**src/mipsPkg.sv**
```systemverilog
// Shared definitions for the MIPS32 instruction front end
// Opcodes, decoder enums, control word and the packets that move between stages
`default_nettype none

package mipsPkg;

	// Primary opcodes, instr[31:26]
	localparam logic [5:0] OP_RTYPE = 6'h00;
	localparam logic [5:0] OP_J     = 6'h02;
	localparam logic [5:0] OP_JAL   = 6'h03;
	localparam logic [5:0] OP_BEQ   = 6'h04;
	localparam logic [5:0] OP_BNE   = 6'h05;
	localparam logic [5:0] OP_ADDI  = 6'h08;
	localparam logic [5:0] OP_SLTI  = 6'h0a;
	localparam logic [5:0] OP_ANDI  = 6'h0c;
	localparam logic [5:0] OP_ORI   = 6'h0d;
	localparam logic [5:0] OP_LW    = 6'h23;
	localparam logic [5:0] OP_SW    = 6'h2b;

	// R-type function field of JR, instr[5:0]
	localparam logic [5:0] FN_JR = 6'h08;

	// First fetch address after reset
	localparam logic [31:0] RESET_PC = 32'h0000_0000;

	// Instruction queue size
	localparam int QUEUE_DEPTH = 4;
	// Enough bits to count 0 to QUEUE_DEPTH
	localparam int QUEUE_CNT_W = $clog2(QUEUE_DEPTH + 1);

	// Free-slot count as seen by fetch
	typedef logic [QUEUE_CNT_W-1:0] queueCountT;

	// Which register gets written
	typedef enum logic [1:0] {
		DEST_RD   = 2'd0,
		DEST_RT   = 2'd1,
		DEST_RA   = 2'd2,
		DEST_NONE = 2'd3
	} regDestT;

	// Writeback source
	typedef enum logic [1:0] {
		SRC_ALU = 2'd0,
		SRC_MEM = 2'd1,
		SRC_PC4 = 2'd2
	} regSrcT;

	// How the branch target is built
	// BR_NONE also covers the 26-bit J and JAL index
	typedef enum logic [1:0] {
		BR_NONE = 2'd0,
		BR_IMM  = 2'd1,
		BR_REG  = 2'd2
	} branchSrcT;

	// Branch condition for the later stages
	// GT and LE are reserved, nothing decodes to them yet
	typedef enum logic [2:0] {
		CMP_NONE = 3'd0,
		CMP_EQ   = 3'd1,
		CMP_NE   = 3'd2,
		CMP_GT   = 3'd3,
		CMP_LE   = 3'd4,
		CMP_JUMP = 3'd5
	} compareCodeT;

	// Control word carried to EX, MEM and WB
	typedef struct packed {
		// EX
		logic    aluSrcReg;
		regDestT regDest;
		// MEM
		logic    memRead;
		logic    memWrite;
		// WB
		logic    regWrite;
		regSrcT  regSrc;
	} controlWordT;

	// Word returned by the instruction memory plus its address
	typedef struct packed {
		logic [31:0] pc;
		logic [31:0] instr;
	} fetchPacketT;

	// Decoded operation leaving the front end
	typedef struct packed {
		logic [31:0] pc;
		logic [31:0] instr;
		controlWordT control;
		logic        isJump;
		branchSrcT   branchSrc;
		compareCodeT compareCode;
		// pc+4 top nibble with index << 2, meaningful for J and JAL only
		logic [31:0] jumpTarget;
	} decodedOpT;

endpackage

`default_nettype wire

```
**src/unitControl.sv**
```systemverilog
// Control decoder of the MIPS32 decode stage
// Maps opcode and function field to the control word and branch info
// Purely combinational, one instance inside decodeStage
`timescale 1ns/10ps
`default_nettype none

module unitControl (
	input  wire logic [5:0]         opcode,
	// R-type function field, instr[5:0]
	input  wire logic [5:0]         funct,
	output mipsPkg::controlWordT    controlOut,
	output logic                    isJump,
	output mipsPkg::branchSrcT      branchSrc,
	output mipsPkg::compareCodeT    compareCode
);

	always_comb begin
		// Defaults act as a NOP
		controlOut           = '0;
		controlOut.regDest   = mipsPkg::DEST_NONE;
		controlOut.regSrc    = mipsPkg::SRC_ALU;
		isJump               = 1'b0;
		branchSrc            = mipsPkg::BR_NONE;
		compareCode          = mipsPkg::CMP_NONE;

		case (opcode)
			mipsPkg::OP_RTYPE: begin
				if (funct == mipsPkg::FN_JR) begin
					// Target comes from rs, nothing written back
					isJump      = 1'b1;
					branchSrc   = mipsPkg::BR_REG;
					compareCode = mipsPkg::CMP_JUMP;
				end else begin
					controlOut.aluSrcReg = 1'b1;
					controlOut.regDest   = mipsPkg::DEST_RD;
					controlOut.regWrite  = 1'b1;
				end
			end

			mipsPkg::OP_J: begin
				// 26-bit index, BR_NONE
				isJump      = 1'b1;
				compareCode = mipsPkg::CMP_JUMP;
			end

			mipsPkg::OP_JAL: begin
				// Link address pc+4 goes to $ra
				isJump              = 1'b1;
				compareCode         = mipsPkg::CMP_JUMP;
				controlOut.regDest  = mipsPkg::DEST_RA;
				controlOut.regWrite = 1'b1;
				controlOut.regSrc   = mipsPkg::SRC_PC4;
			end

			mipsPkg::OP_ADDI, mipsPkg::OP_ANDI, mipsPkg::OP_ORI, mipsPkg::OP_SLTI: begin
				// Immediate operand, result to rt
				controlOut.regDest  = mipsPkg::DEST_RT;
				controlOut.regWrite = 1'b1;
			end

			mipsPkg::OP_BEQ: begin
				controlOut.aluSrcReg = 1'b1;
				branchSrc            = mipsPkg::BR_IMM;
				compareCode          = mipsPkg::CMP_EQ;
			end

			mipsPkg::OP_BNE: begin
				controlOut.aluSrcReg = 1'b1;
				branchSrc            = mipsPkg::BR_IMM;
				compareCode          = mipsPkg::CMP_NE;
			end

			mipsPkg::OP_LW: begin
				// Address is rs + imm, data from memory to rt
				controlOut.regDest  = mipsPkg::DEST_RT;
				controlOut.memRead  = 1'b1;
				controlOut.regWrite = 1'b1;
				controlOut.regSrc   = mipsPkg::SRC_MEM;
			end

			mipsPkg::OP_SW: begin
				controlOut.memWrite = 1'b1;
			end

			default: begin
				// Unknown opcode stays a NOP
			end
		endcase
	end

endmodule

`default_nettype wire

```
**src/instrFetch.sv**
```systemverilog
// Instruction fetch with a Wishbone classic master port
// One bus cycle at a time, started only when a queue slot is free
// Redirects from decode reload the pc and drop any word still in flight
`timescale 1ns/10ps
`default_nettype none

module instrFetch (
	input  wire logic                 clock,
	input  wire logic                 rst,
	// Wishbone master
	output logic                      wbCyc,
	output logic                      wbStb,
	output logic [31:0]               wbAdr,
	output logic                      wbWe,
	input  wire logic [31:0]          wbDatIn,
	input  wire logic                 wbAck,
	// Push side of the queue
	output logic                      pushValid,
	output mipsPkg::fetchPacketT      pushData,
	input  wire logic                 pushReady,
	input  wire mipsPkg::queueCountT  queueSpace,
	// From decode
	input  wire logic                 redirect,
	input  wire logic [31:0]          redirectPc
);

	typedef enum logic {
		BUS_IDLE,
		BUS_ACTIVE
	} busStateT;

	busStateT             busState;
	logic [31:0]          pc;
	logic                 stale;
	mipsPkg::fetchPacketT heldPacket;
	logic                 startCycle;
	logic                 dropWord;

	// CYC and STB move together
	assign wbCyc = (busState == BUS_ACTIVE);
	assign wbStb = (busState == BUS_ACTIVE);
	// Read-only master
	assign wbWe  = 1'b0;

	assign pushData = heldPacket;

	// A word waiting in the holding register already owns one slot
	assign startCycle = (busState == BUS_IDLE) && !redirect &&
		(queueSpace > mipsPkg::queueCountT'(pushValid));

	// Returned word is useless once a redirect has been seen
	assign dropWord = stale || redirect;

	always_ff @(posedge clock) begin
		if (rst) begin
			busState  <= BUS_IDLE;
			pc        <= mipsPkg::RESET_PC;
			stale     <= 1'b0;
			pushValid <= 1'b0;
		end else begin
			if (pushValid && pushReady) begin
				pushValid <= 1'b0;
			end

			case (busState)
				BUS_IDLE: begin
					if (startCycle) begin
						busState <= BUS_ACTIVE;
					end
				end
				BUS_ACTIVE: begin
					if (wbAck) begin
						// Bus drops for at least one cycle after the ack
						busState <= BUS_IDLE;
						stale    <= 1'b0;
						if (!dropWord) begin
							pushValid <= 1'b1;
							pc        <= pc + 32'd4;
						end
					end else if (redirect) begin
						// Let the cycle finish, discard its data
						stale <= 1'b1;
					end
				end
				default: busState <= BUS_IDLE;
			endcase

			// Redirect wins over the pc step and kills a pending push
			if (redirect) begin
				pc        <= redirectPc;
				pushValid <= 1'b0;
			end
		end
	end

	// Address and returned word
	always_ff @(posedge clock) begin
		if (startCycle) begin
			wbAdr <= pc;
		end
		if (busState == BUS_ACTIVE && wbAck) begin
			heldPacket.pc    <= wbAdr;
			heldPacket.instr <= wbDatIn;
		end
	end

	stbInsideCyc: assert property (@(posedge clock) disable iff (rst)
		wbStb |-> wbCyc)
		else $error("wbStb high without wbCyc");

	// Address may not move while the slave has not acked
	adrHeldUntilAck: assert property (@(posedge clock) disable iff (rst)
		wbStb && !wbAck |=> wbStb && $stable(wbAdr))
		else $error("Wishbone cycle changed before ack");

endmodule

`default_nettype wire

```
**src/instrQueue.sv**
```systemverilog
// Small synchronous FIFO between fetch and decode
// Payload type is a parameter, flush empties it in one cycle
// queueSpace reports free slots so the producer can reserve ahead
`timescale 1ns/10ps
`default_nettype none

module instrQueue #(
	parameter type payloadT = mipsPkg::fetchPacketT,
	parameter int  DEPTH    = mipsPkg::QUEUE_DEPTH
) (
	input  wire logic                       clock,
	input  wire logic                       rst,
	input  wire logic                       flush,
	// Write side
	input  wire logic                       pushValid,
	input  wire payloadT                    pushData,
	output logic                            pushReady,
	// Read side
	output logic                            popValid,
	output payloadT                         popData,
	input  wire logic                       popReady,
	output logic [$clog2(DEPTH+1)-1:0]      queueSpace
);

	typedef logic [$clog2(DEPTH)-1:0]   ptrT;
	typedef logic [$clog2(DEPTH+1)-1:0] countT;

	payloadT mem [DEPTH];
	ptrT     wrPtr;
	ptrT     rdPtr;
	countT   count;
	logic    doPush;
	logic    doPop;

	// Wraps at DEPTH, also for depths that are not a power of two
	function automatic ptrT nextPtr(input ptrT ptr);
		return (ptr == ptrT'(DEPTH - 1)) ? '0 : ptr + 1'b1;
	endfunction

	assign pushReady  = (count != countT'(DEPTH));
	assign popValid   = (count != '0);
	assign popData    = mem[rdPtr];
	assign queueSpace = countT'(DEPTH) - count;

	assign doPush = pushValid && pushReady;
	assign doPop  = popValid && popReady;

	// Pointers and occupancy
	always_ff @(posedge clock) begin
		if (rst || flush) begin
			// A push on the flush edge is lost on purpose
			wrPtr <= '0;
			rdPtr <= '0;
			count <= '0;
		end else begin
			if (doPush) begin
				wrPtr <= nextPtr(wrPtr);
			end
			if (doPop) begin
				rdPtr <= nextPtr(rdPtr);
			end
			case ({doPush, doPop})
				2'b10:   count <= count + 1'b1;
				2'b01:   count <= count - 1'b1;
				default: count <= count;
			endcase
		end
	end

	// Storage
	always_ff @(posedge clock) begin
		if (doPush) begin
			mem[wrPtr] <= pushData;
		end
	end

	// Producer reserves its slot before the bus cycle, so it never meets a full queue
	noPushWhenFull: assert property (@(posedge clock) disable iff (rst)
		pushValid |-> pushReady)
		else $error("Push offered while queue full");

	countInRange: assert property (@(posedge clock) disable iff (rst)
		count <= countT'(DEPTH))
		else $error("Queue count above DEPTH");

endmodule

`default_nettype wire

```
**src/decodeStage.sv**
```systemverilog
// Decode stage of the front end
// Pops one fetch packet at a time, runs the control decoder and
// registers the decoded op behind a valid/ready handshake
// J and JAL redirect fetch and flush the queue at the pop edge
`timescale 1ns/10ps
`default_nettype none

module decodeStage (
	input  wire logic                  clock,
	input  wire logic                  rst,
	// From the queue
	input  wire logic                  popValid,
	input  wire mipsPkg::fetchPacketT  popData,
	output logic                       popReady,
	// To fetch and queue
	output logic                       redirect,
	output logic [31:0]                redirectPc,
	// Decoded output
	output logic                       opValid,
	output mipsPkg::decodedOpT         op,
	input  wire logic                  opReady
);

	mipsPkg::controlWordT controlWord;
	logic                 isJump;
	mipsPkg::branchSrcT   branchSrc;
	mipsPkg::compareCodeT compareCode;
	logic [31:0]          pcPlus4;
	logic [31:0]          jumpTarget;
	logic                 doPop;
	mipsPkg::decodedOpT   nextOp;

	unitControl uControl (
		.opcode      (popData.instr[31:26]),
		.funct       (popData.instr[5:0]),
		.controlOut  (controlWord),
		.isJump      (isJump),
		.branchSrc   (branchSrc),
		.compareCode (compareCode)
	);

	// Output register free, or being emptied this cycle
	assign popReady = !opValid || opReady;
	assign doPop    = popValid && popReady;

	// Region of pc+4 with the word index
	assign pcPlus4    = popData.pc + 32'd4;
	assign jumpTarget = {pcPlus4[31:28], popData.instr[25:0], 2'b00};

	// Only J and JAL, JR waits for the register value downstream
	assign redirect   = doPop && isJump && (branchSrc == mipsPkg::BR_NONE);
	assign redirectPc = jumpTarget;

	always_comb begin
		nextOp.pc          = popData.pc;
		nextOp.instr       = popData.instr;
		nextOp.control     = controlWord;
		nextOp.isJump      = isJump;
		nextOp.branchSrc   = branchSrc;
		nextOp.compareCode = compareCode;
		nextOp.jumpTarget  = jumpTarget;
	end

	// Valid flag
	always_ff @(posedge clock) begin
		if (rst) begin
			opValid <= 1'b0;
		end else if (doPop) begin
			opValid <= 1'b1;
		end else if (opReady) begin
			opValid <= 1'b0;
		end
	end

	// Decoded op, loaded on each pop
	always_ff @(posedge clock) begin
		if (doPop) begin
			op <= nextOp;
		end
	end

	opHeldUnderBackPressure: assert property (@(posedge clock) disable iff (rst)
		opValid && !opReady |=> opValid && $stable(op))
		else $error("Decoded op changed while stalled");

endmodule

`default_nettype wire

```
**src/frontEnd.sv**
```systemverilog
// Top of the instruction front end
// Fetch feeds the queue, decode drains it, a decode redirect flushes the queue
`timescale 1ns/10ps
`default_nettype none

module frontEnd (
	input  wire logic          clock,
	input  wire logic          rst,
	// Instruction memory, Wishbone classic
	output logic               wbCyc,
	output logic               wbStb,
	output logic [31:0]        wbAdr,
	output logic               wbWe,
	input  wire logic [31:0]   wbDatIn,
	input  wire logic          wbAck,
	// Decoded operations
	output logic               opValid,
	output mipsPkg::decodedOpT op,
	input  wire logic          opReady
);

	logic                 pushValid;
	logic                 pushReady;
	mipsPkg::fetchPacketT pushData;
	logic                 popValid;
	logic                 popReady;
	mipsPkg::fetchPacketT popData;
	mipsPkg::queueCountT  queueSpace;
	logic                 redirect;
	logic [31:0]          redirectPc;

	instrFetch uFetch (
		.clock      (clock),
		.rst        (rst),
		.wbCyc      (wbCyc),
		.wbStb      (wbStb),
		.wbAdr      (wbAdr),
		.wbWe       (wbWe),
		.wbDatIn    (wbDatIn),
		.wbAck      (wbAck),
		.pushValid  (pushValid),
		.pushData   (pushData),
		.pushReady  (pushReady),
		.queueSpace (queueSpace),
		.redirect   (redirect),
		.redirectPc (redirectPc)
	);

	instrQueue #(
		.payloadT (mipsPkg::fetchPacketT),
		.DEPTH    (mipsPkg::QUEUE_DEPTH)
	) uQueue (
		.clock      (clock),
		.rst        (rst),
		.flush      (redirect),
		.pushValid  (pushValid),
		.pushData   (pushData),
		.pushReady  (pushReady),
		.popValid   (popValid),
		.popData    (popData),
		.popReady   (popReady),
		.queueSpace (queueSpace)
	);

	decodeStage uDecode (
		.clock      (clock),
		.rst        (rst),
		.popValid   (popValid),
		.popData    (popData),
		.popReady   (popReady),
		.redirect   (redirect),
		.redirectPc (redirectPc),
		.opValid    (opValid),
		.op         (op),
		.opReady    (opReady)
	);

endmodule

`default_nettype wire

```
**config.mk**
```make
export PLATFORM = sky130hd
export DESIGN_NAME = frontEnd
export DESIGN_NICKNAME = d
export VERILOG_FILES = /design/src/mipsPkg.sv /design/src/unitControl.sv /design/src/instrFetch.sv /design/src/instrQueue.sv /design/src/decodeStage.sv /design/src/frontEnd.sv
export SDC_FILE = /design/constraint.sdc
export NUM_CORES = 1
export LEC_CHECK = 0
export ABC_AREA = 1
export BUFFER_PORTS_ARGS = -buffer_cell sky130_fd_sc_hd__buf_2
export CAP_MARGIN = 30
export CORE_MARGIN = 2
export CORE_UTILIZATION = 40
export DETAILED_ROUTE_END_ITERATION = 6
export GPL_ROUTABILITY_DRIVEN = 1
export HOLD_SLACK_MARGIN = 0.1
export PLACE_DENSITY = 0.58
export SETUP_SLACK_MARGIN = 0.05
export SLEW_MARGIN = 20
export SYNTH_ARGS = -nofsm -noshare
export SYNTH_HDL_FRONTEND = slang
export SYNTH_SLANG_ARGS = --single-unit
```
**constraint.sdc**
```tcl
create_clock -name clock -period 7.2 [get_ports clock]
set_input_delay 0.72 -clock clock [delete_from_list [all_inputs] [get_ports clock]]
set_output_delay 0.72 -clock clock [all_outputs]
set_load 0.01 [all_outputs]
```
==> metrics, run 1 <==
status finished, final reports clean; die height 218 microns; fin. max-slew vios 0; hold path endpoint uFetch.pushData[21]; Total GRT Usage 16.9%; Yosys top cell area share 68.8%; Critical Path Start Type flip-flop; hold-critical path depth 1; Final period util 45.9%; maximum vdd drop around 250 uV; critical path, cell by cell inv_6 > nand2_1 > nand3_1 > nand2_1 > nand2_2 > nor2_4 > nand3_4 > inv_2 > nand3_1 > nand2_1 > a21oi_1; Post-Syn Instances 1472; gpl congestion 0.868; R2R cell count 11; r2r setup slk 3.90 ns; CP top delay family simple AND/OR/NAND/NOR gates; fin cells 2270; Cell Area, Placed 19600 sq um; CTS max path bufs 3; first-pass GRT wire length 60500 microns; worst-margin pin slew between 0.8 and 0.9 ns; CTS buffer count 47; final setup violation count 0; cell row count 78; ys flop type edfxtp_1; WL final 40000 microns; initial antenna violation count 1; starting DRC count in detailed routing approximately 860; Gate power share 23.1%; n_diodes 0; FF-to-FF End uFetch.pc[28]; WP buf/inv 2; Die ar. around 47000 sq um; Critical Path Max Stage Delay 0.84 ns; syn avg cell area ~12 sq um; vias in the first global route 10400; Psw 2.64 mW; Worst path slowest cell dfxtp_4; clock-pin transition on the worst setup and hold timing paths about 0.060 ns; critical path data required time around 7.7 ns; Leak 8.13 nW; CTS tree yes; DR WL/cell 17.6 microns; most used cell, CP nand2_1; fin crit period 3.30 ns; IO Pins approximately 180; estimated wirelength of the detail-placed design 25600 microns; Design Area, Final 21100 sq um; IO buf count 174; fraction of the yosys area taken by sequential cells roughly 73%; clock skew 0.0201 ns; Tightest Hold Check Type input pin to flip-flop; WP data arrival approximately 3.8 ns; Synth Register Bits roughly 460; initial core utilization 40.4%; area of the core 45300 sq um; htree depth 2; Mapped Area 18300 sq um; via count 10900; post_cts resized 0; yosys warns 0; Rel. slew slack between 40 and 50%; Clk pwr share between 20% and 30%; start point of the worst hold path wbDatIn[21]; Filler cells 4110; largest cells by area after synthesis edfxtp_1 (69%), nand2_1 (6.9%), dfxtp_1 (4.7%); number of synthesized flops with an enable pin 419; fraction of layout cells with a size suffix above 1 18.2%; register area 13400 sq um; clock root buffer master clkbuf_16; gr ovfl total 0; area of the multi-input gates 3810 sq um; final hold violation count 0; CTS Hold Bufs 0; max-capacitance violation count 0; DRC Markers 0; switch share 32.1%; Fmax between 300 and 400 MHz; Clock Sinks 462; largest net degree at the start of global routing 67; crit path kind flip-flop to flip-flop; worst hold margin 0.321 ns; Vias/cell 4.80; drt pass-1 iters 5; Nets 1680; Synth area leader edfxtp_1; share of synthesized flip-flops with an asynchronous set or reset 0%; post-CTS setup buffers 0; Pint roughly 5.6 mW; PwrDens 389 nW/um^2; Worst Path Max Fanout 66; DP Cell Count 2181; RSZ-0062 raised after global routing no; Setup TNS Final 0 ns; Cell variety after synth 43; antenna-violating nets left 0; die width 218 microns; Flop pwr share a little under half; Layout area overhead 15.5%; clock latency at the later pin of the worst-skew pair 0.57 ns; Critical Path Sink Type flip-flop
[power by group through the flow]
stage	Sequential (mW)	Clock [mW]	Combinational (mW)
5_1_grt	3.98	2.56	2.12
2_1_floorplan	4.01	0	1.16
4_1_cts	3.94	2.46	1.94
6_report	3.93	2.40	1.90
3_5_place_dp	4.00	0	1.93
3_3_place_gp	3.99	0	1.87
[stage by stage]
step	util [%]	total power [mW]	setup slack, ns
after floorplan	-	5.18	0.612
after global placement	43.0	5.86	3.71
after detailed placement	43.2	5.93	3.84
after CTS	46.6	8.34	3.85
after global routing	46.7	8.66	3.66
final	46.7	8.23	3.90
[layout by cell type (no fill, tap or decap), drive strengths merged, types with 2 or more instances in the layout]
| cell type | count |
|---|---|
| a21oi | 31 |
| and2 | 4 |
| buf | 191 |
| bufinv | 5 |
| clkbuf | 56 |
| clkinv | 23 |
| clkinvlp | 2 |
| conb | 7 |
| dfxtp | 43 |
| edfxtp | 419 |
| ha | 11 |
| inv | 134 |
| nand2 | 351 |
| nand3 | 82 |
| nand3b | 5 |
| nand4 | 12 |
| nor2 | 138 |
| nor3 | 11 |
| o211ai | 10 |
| o21ai | 80 |
| o221ai | 4 |
| o22ai | 23 |
| xnor2 | 6 |
| xor2 | 16 |
[layer usage]
| metal | up-vias | wire, microns | part of all wire, % | track usage [%] |
|---|---|---|---|---|
| met5 | - | 0 | 0 | 0 |
| met4 | 0 | 1560 | 3.9 | 7.19 |
| met3 | 88 | 2050 | 5.1 | 3.11 |
| met2 | 292 | 18800 | 47 | 27.6 |
| met1 | 5190 | 17600 | 44 | 22.2 |
| li1 | 5337 | - | - | - |
[Yosys cell counts, types with 2 or more instances]
cell type and count:
nand4_1 12, inv_2 5, nor2_2 4, buf_6 10
nand2_2 15, clkbuf_1 14, nor3_2 2, nand2_1 335
xnor2_1 6, nand3_2 2, inv_1 125, and2_1 4
nor3_1 9, o21ai_1 7, nand3b_1 5, o221ai_1 4
o21ai_0 73, o22ai_1 23, a21oi_1 30, o211ai_1 10
ha_1 11, nor2_1 133, edfxtp_1 419, dfxtp_1 43
xor2_1 16, buf_2 16, nand3_1 79, buf_4 45
[area by class of cell]
cell class              instances  area share, %
clock buffers                  56           5.83
clock inverters                31           1.41
inverters                     133           2.40
multi-input cells             797           18.0
flip-flops and latches        462           63.6
well taps                     600           3.55
repair buffers                191           5.16
[registers in the layout (all words and copies together) (netlist names), named ones only]
signal and cells:
uQueue.count 3, uFetch.pushData 62, uQueue.rdPtr 2, uFetch.stale 1, uFetch.wbAdr 30, uFetch.pushValid 1, uFetch.pc 30, uQueue.mem 248
uDecode.opValid 1, uDecode.op 79, uQueue.wrPtr 2, uFetch.wbCyc 1
[worst max path at each step]
stage / endpoint / slack (ns) / cells past startpoint
after floorplan: uFetch.wbAdr[10] / 0.61 / 8
after global placement: uFetch.wbAdr[20] / 3.71 / 9
after detailed placement: uFetch.pc[28] / 3.84 / 11
after CTS: uFetch.pc[28] / 3.85 / 11
after global routing: uFetch.pc[28] / 3.66 / 11
final: uFetch.pc[28] / 3.90 / 11
[cell families after synthesis]
group	Yosys count	share of synthesized area, %
simple gates	605	14.0
fa+ha+maj	12	0.862
compound gates	151	4.58
buf+inv	219	6.04
xor+xnor	22	1.05
flops	462	73.5
other cells	1	0.0205
No activity file was read; power rests on OpenSTA's default activity.
==> inputs of run 2 (changes only) <==
Settings changed: ABC_AREA 1 to 0, PLACE_DENSITY 0.58 to 0.6.
Clock period 7.2 ns to 3 ns, I/O delays scaled along.
==> metrics, run 2 <==
status finished, final reports clean; gr ovfl total 0 (unchanged); maximum vdd drop 512 uV (+100%); CP endpoint uFetch.pc[31]; routing usage on met1 20.6% (-1.6 points); PwrDens 925 nW/um^2 (+140%); IO buf count 174 (unchanged); register area 13400 sq um (unchanged); clock root buffer master clkbuf_16; Synth Register Bits 462 (unchanged); CP top delay family simple AND/OR/NAND/NOR gates; yosys warns 0 (unchanged); DRC Markers 0 (unchanged); n_diodes 0 (unchanged); die height 210 microns (-3.5%); WL final 33300 microns (-17%); met2 usage in global routing 24.4% (-3.1 points); gpl congestion 0.767 (-12%); fin crit period 2.66 ns (-0.645 ns); worst-margin pin slew 0.666 ns (-0.192 ns); htree depth 2 (unchanged); largest cells by area after synthesis edfxtp_1 (74%), mux4_2 (7.8%), dfxtp_1 (5.1%); Filler cells 3490 (-15%); Leak 6.89 nW (-15%); Crit. path cell count 7 (-4); Setup TNS Final 0 ns (unchanged); final setup violation count 0 (unchanged); ys flop type edfxtp_1; first-pass GRT wire length 50200 microns (-17%); CTS max path bufs 3 (unchanged); clock-pin transition on the worst setup and hold timing paths 0.06 ns (about the same); Nets 1116 (-34%); Vias/cell 4.93 (+2.6%); initial antenna violation count 0 (-1); CTS tree yes; Tightest Hold Check Type input pin to flip-flop; vias in the first global route 8305 (-20%); WP data arrival 3.14 ns (-0.62 ns); Yosys top cell area share 74.0% (+5.2 points); gr busiest metal met2; Clock Sinks 462 (unchanged); R2R cell count 7 (-4); Biggest register uQueue.mem; r2r setup slk 0.34 ns (-3.56 ns); Worst path slowest cell dfxtp_4; Total GRT Usage 15.3% (-1.6 points); area of the multi-input gates 3140 sq um (-18%); drt pass-1 iters 4 (-1); Design Area, Final 20200 sq um (-4.3%); fraction of layout cells with a size suffix above 1 31.4% (+13 points); Pwr Total 18.7 mW (+130%); most used cell, CP nand4_1; Critical Path Sink Type flip-flop; number of synthesized flops with an enable pin 419 (unchanged); RSZ-0062 raised after global routing no; Cell variety after synth 46 (+7.0%); crit path kind flip-flop to flip-flop; WP buf/inv 1 (-1); clock latency at the later pin of the worst-skew pair 0.57 ns (about the same); largest net degree at the start of global routing 59 (-12%); share of synthesized flip-flops with an asynchronous set or reset 0% (unchanged); Post-Syn Instances 843 (-43%); Final period util 88.6% (+43 points); count leader, synth edfxtp_1; via count 8116 (-26%); max reg flops 248 (unchanged); Critical Path Max Stage Delay 0.44 ns (-0.40 ns); syn avg cell area 20.2 sq um (+62%); fraction of the yosys area taken by sequential cells 79.0% (+5.5 points); cell row count 75 (-3.8%); clock skew 0.0183 ns (-0.00175 ns); hold-critical path depth 2 (+1); DR WL/cell 20.2 microns (+15%); area of the core 41900 sq um (-7.4%); highest-count cells in the layout ignoring fill and taps edfxtp_1 (419), buf_2 (174), mux4_2 (59); Critical Path Start Type flip-flop; critical path data required time 3.48 ns (-4.18 ns); IO Pins 182 (unchanged); estimated wirelength of the detail-placed design 21300 microns (-17%); starting DRC count in detailed routing 623 (-27%); max-capacitance violation count 0 (unchanged); Fmax 376 MHz (+24%); Synth area leader edfxtp_1; met3 Resource Use GR 3.41% (+0.30 points); Cell Area, Placed 18400 sq um (-5.8%); Die ar. 44200 sq um (-6.9%); antenna-violating nets left 0 (unchanged); Commonest cells post-synth edfxtp_1 (419), mux4_2 (59), nor2_1 (47); die width 210 microns (-3.5%); final hold violation count 0 (unchanged); FF-to-FF End uFetch.pc[31]; critical path, cell by cell buf_12 > mux4_1 > nand4_1 > nor4_2 > nand4_1 > or3_1 > a311oi_2; Layout area overhead 18.9%; fin. max-slew vios 0 (unchanged); Rel. slew slack 55.6% (+13 points); initial core utilization 40.6% (+0.17 points); worst hold margin 0.125 ns (-0.197 ns); Worst Path Max Fanout 23 (-65%); commonest non-fill, non-tap cell in the layout edfxtp_1; CTS buffer count 48 (+2.1%); Mapped Area 17000 sq um (-7.0%)
## run 2: logic make-up after synthesis
| kind of cell | synth area share, % |
|---|---|
| other | 0.0220 |
| and+or+nand+nor | 4.37 |
| xor gates and xnor gates | 1.80 |
| buffers and inverters | 2.87 |
| muxes | 8.52 |
| adders and majority gates | 0.927 |
| DFF | 79.0 |
| AOI/OAI and AO/OA | 2.49 |
## run 2: area by class of cell
type / instances / area share (%)
repair buffers: 233 / 7.20
clock buffers: 65 / 6.36
well taps: 539 / 3.33
inverters: 13 / 0.241
multi-input cells: 310 / 15.5
clock inverters: 24 / 0.829
flip-flops and latches: 462 / 66.5
## run 2: worst min-delay path by stage
| stage | from | slack, ns | end |
|---|---|---|---|
| after floorplan | wbDatIn[0] | 0.40 | uFetch.pushData[0] |
| after global placement | uFetch.wbAdr[22] | 0.45 | uFetch.pushData[54] |
| after detailed placement | uFetch.wbAdr[22] | 0.45 | uFetch.pushData[54] |
| after CTS | rst | 0.11 | uFetch.pc[5] |
| after global routing | rst | 0.12 | uFetch.pc[8] |
| final | rst | 0.12 | uFetch.pc[5] |
## run 2: metrics by stage
| stage | util (%) | std cells | setup WS, ns |
|---|---|---|---|
| after floorplan | - | 849 | 0.0534 |
| after global routing | 48.2 | 1646 | 0.101 |
| after detailed placement | 43.9 | 1522 | 0.219 |
| after CTS | 48.2 | 1646 | 0.209 |
| after global placement | 43.9 | 1522 | 0.249 |
| final | 48.2 | 1646 | 0.341 |
## run 2: report_power, final
| part | internal [mW] | total [mW] | leakage (nW) | switching [mW] |
|---|---|---|---|---|
| Combinational | 1.52 | 3.76 | 1.96 | 2.24 |
| Sequential | 8.71 | 9.42 | 4.22 | 0.712 |
| Clock | 3.17 | 5.51 | 0.704 | 2.34 |
## run 2: timing repair
action / in CTS / in global routing
hold buffers: 35 / 0
endpoints found under the setup margin: 0 / 1
endpoints found under the hold margin: 34 / 0
buffers inserted: 0 / 0
gates resized for setup: 0 / 1
## run 2: per-layer routing
| layer | vias up | share of wire, % | wire length, microns |
|---|---|---|---|
| met5 | - | 0 | 0 |
| met2 | 211 | 48 | 16000 |
| met3 | 67 | 5.2 | 1720 |
| li1 | 3761 | - | - |
| met4 | 0 | 3.1 | 1030 |
| met1 | 4077 | 44 | 14500 |
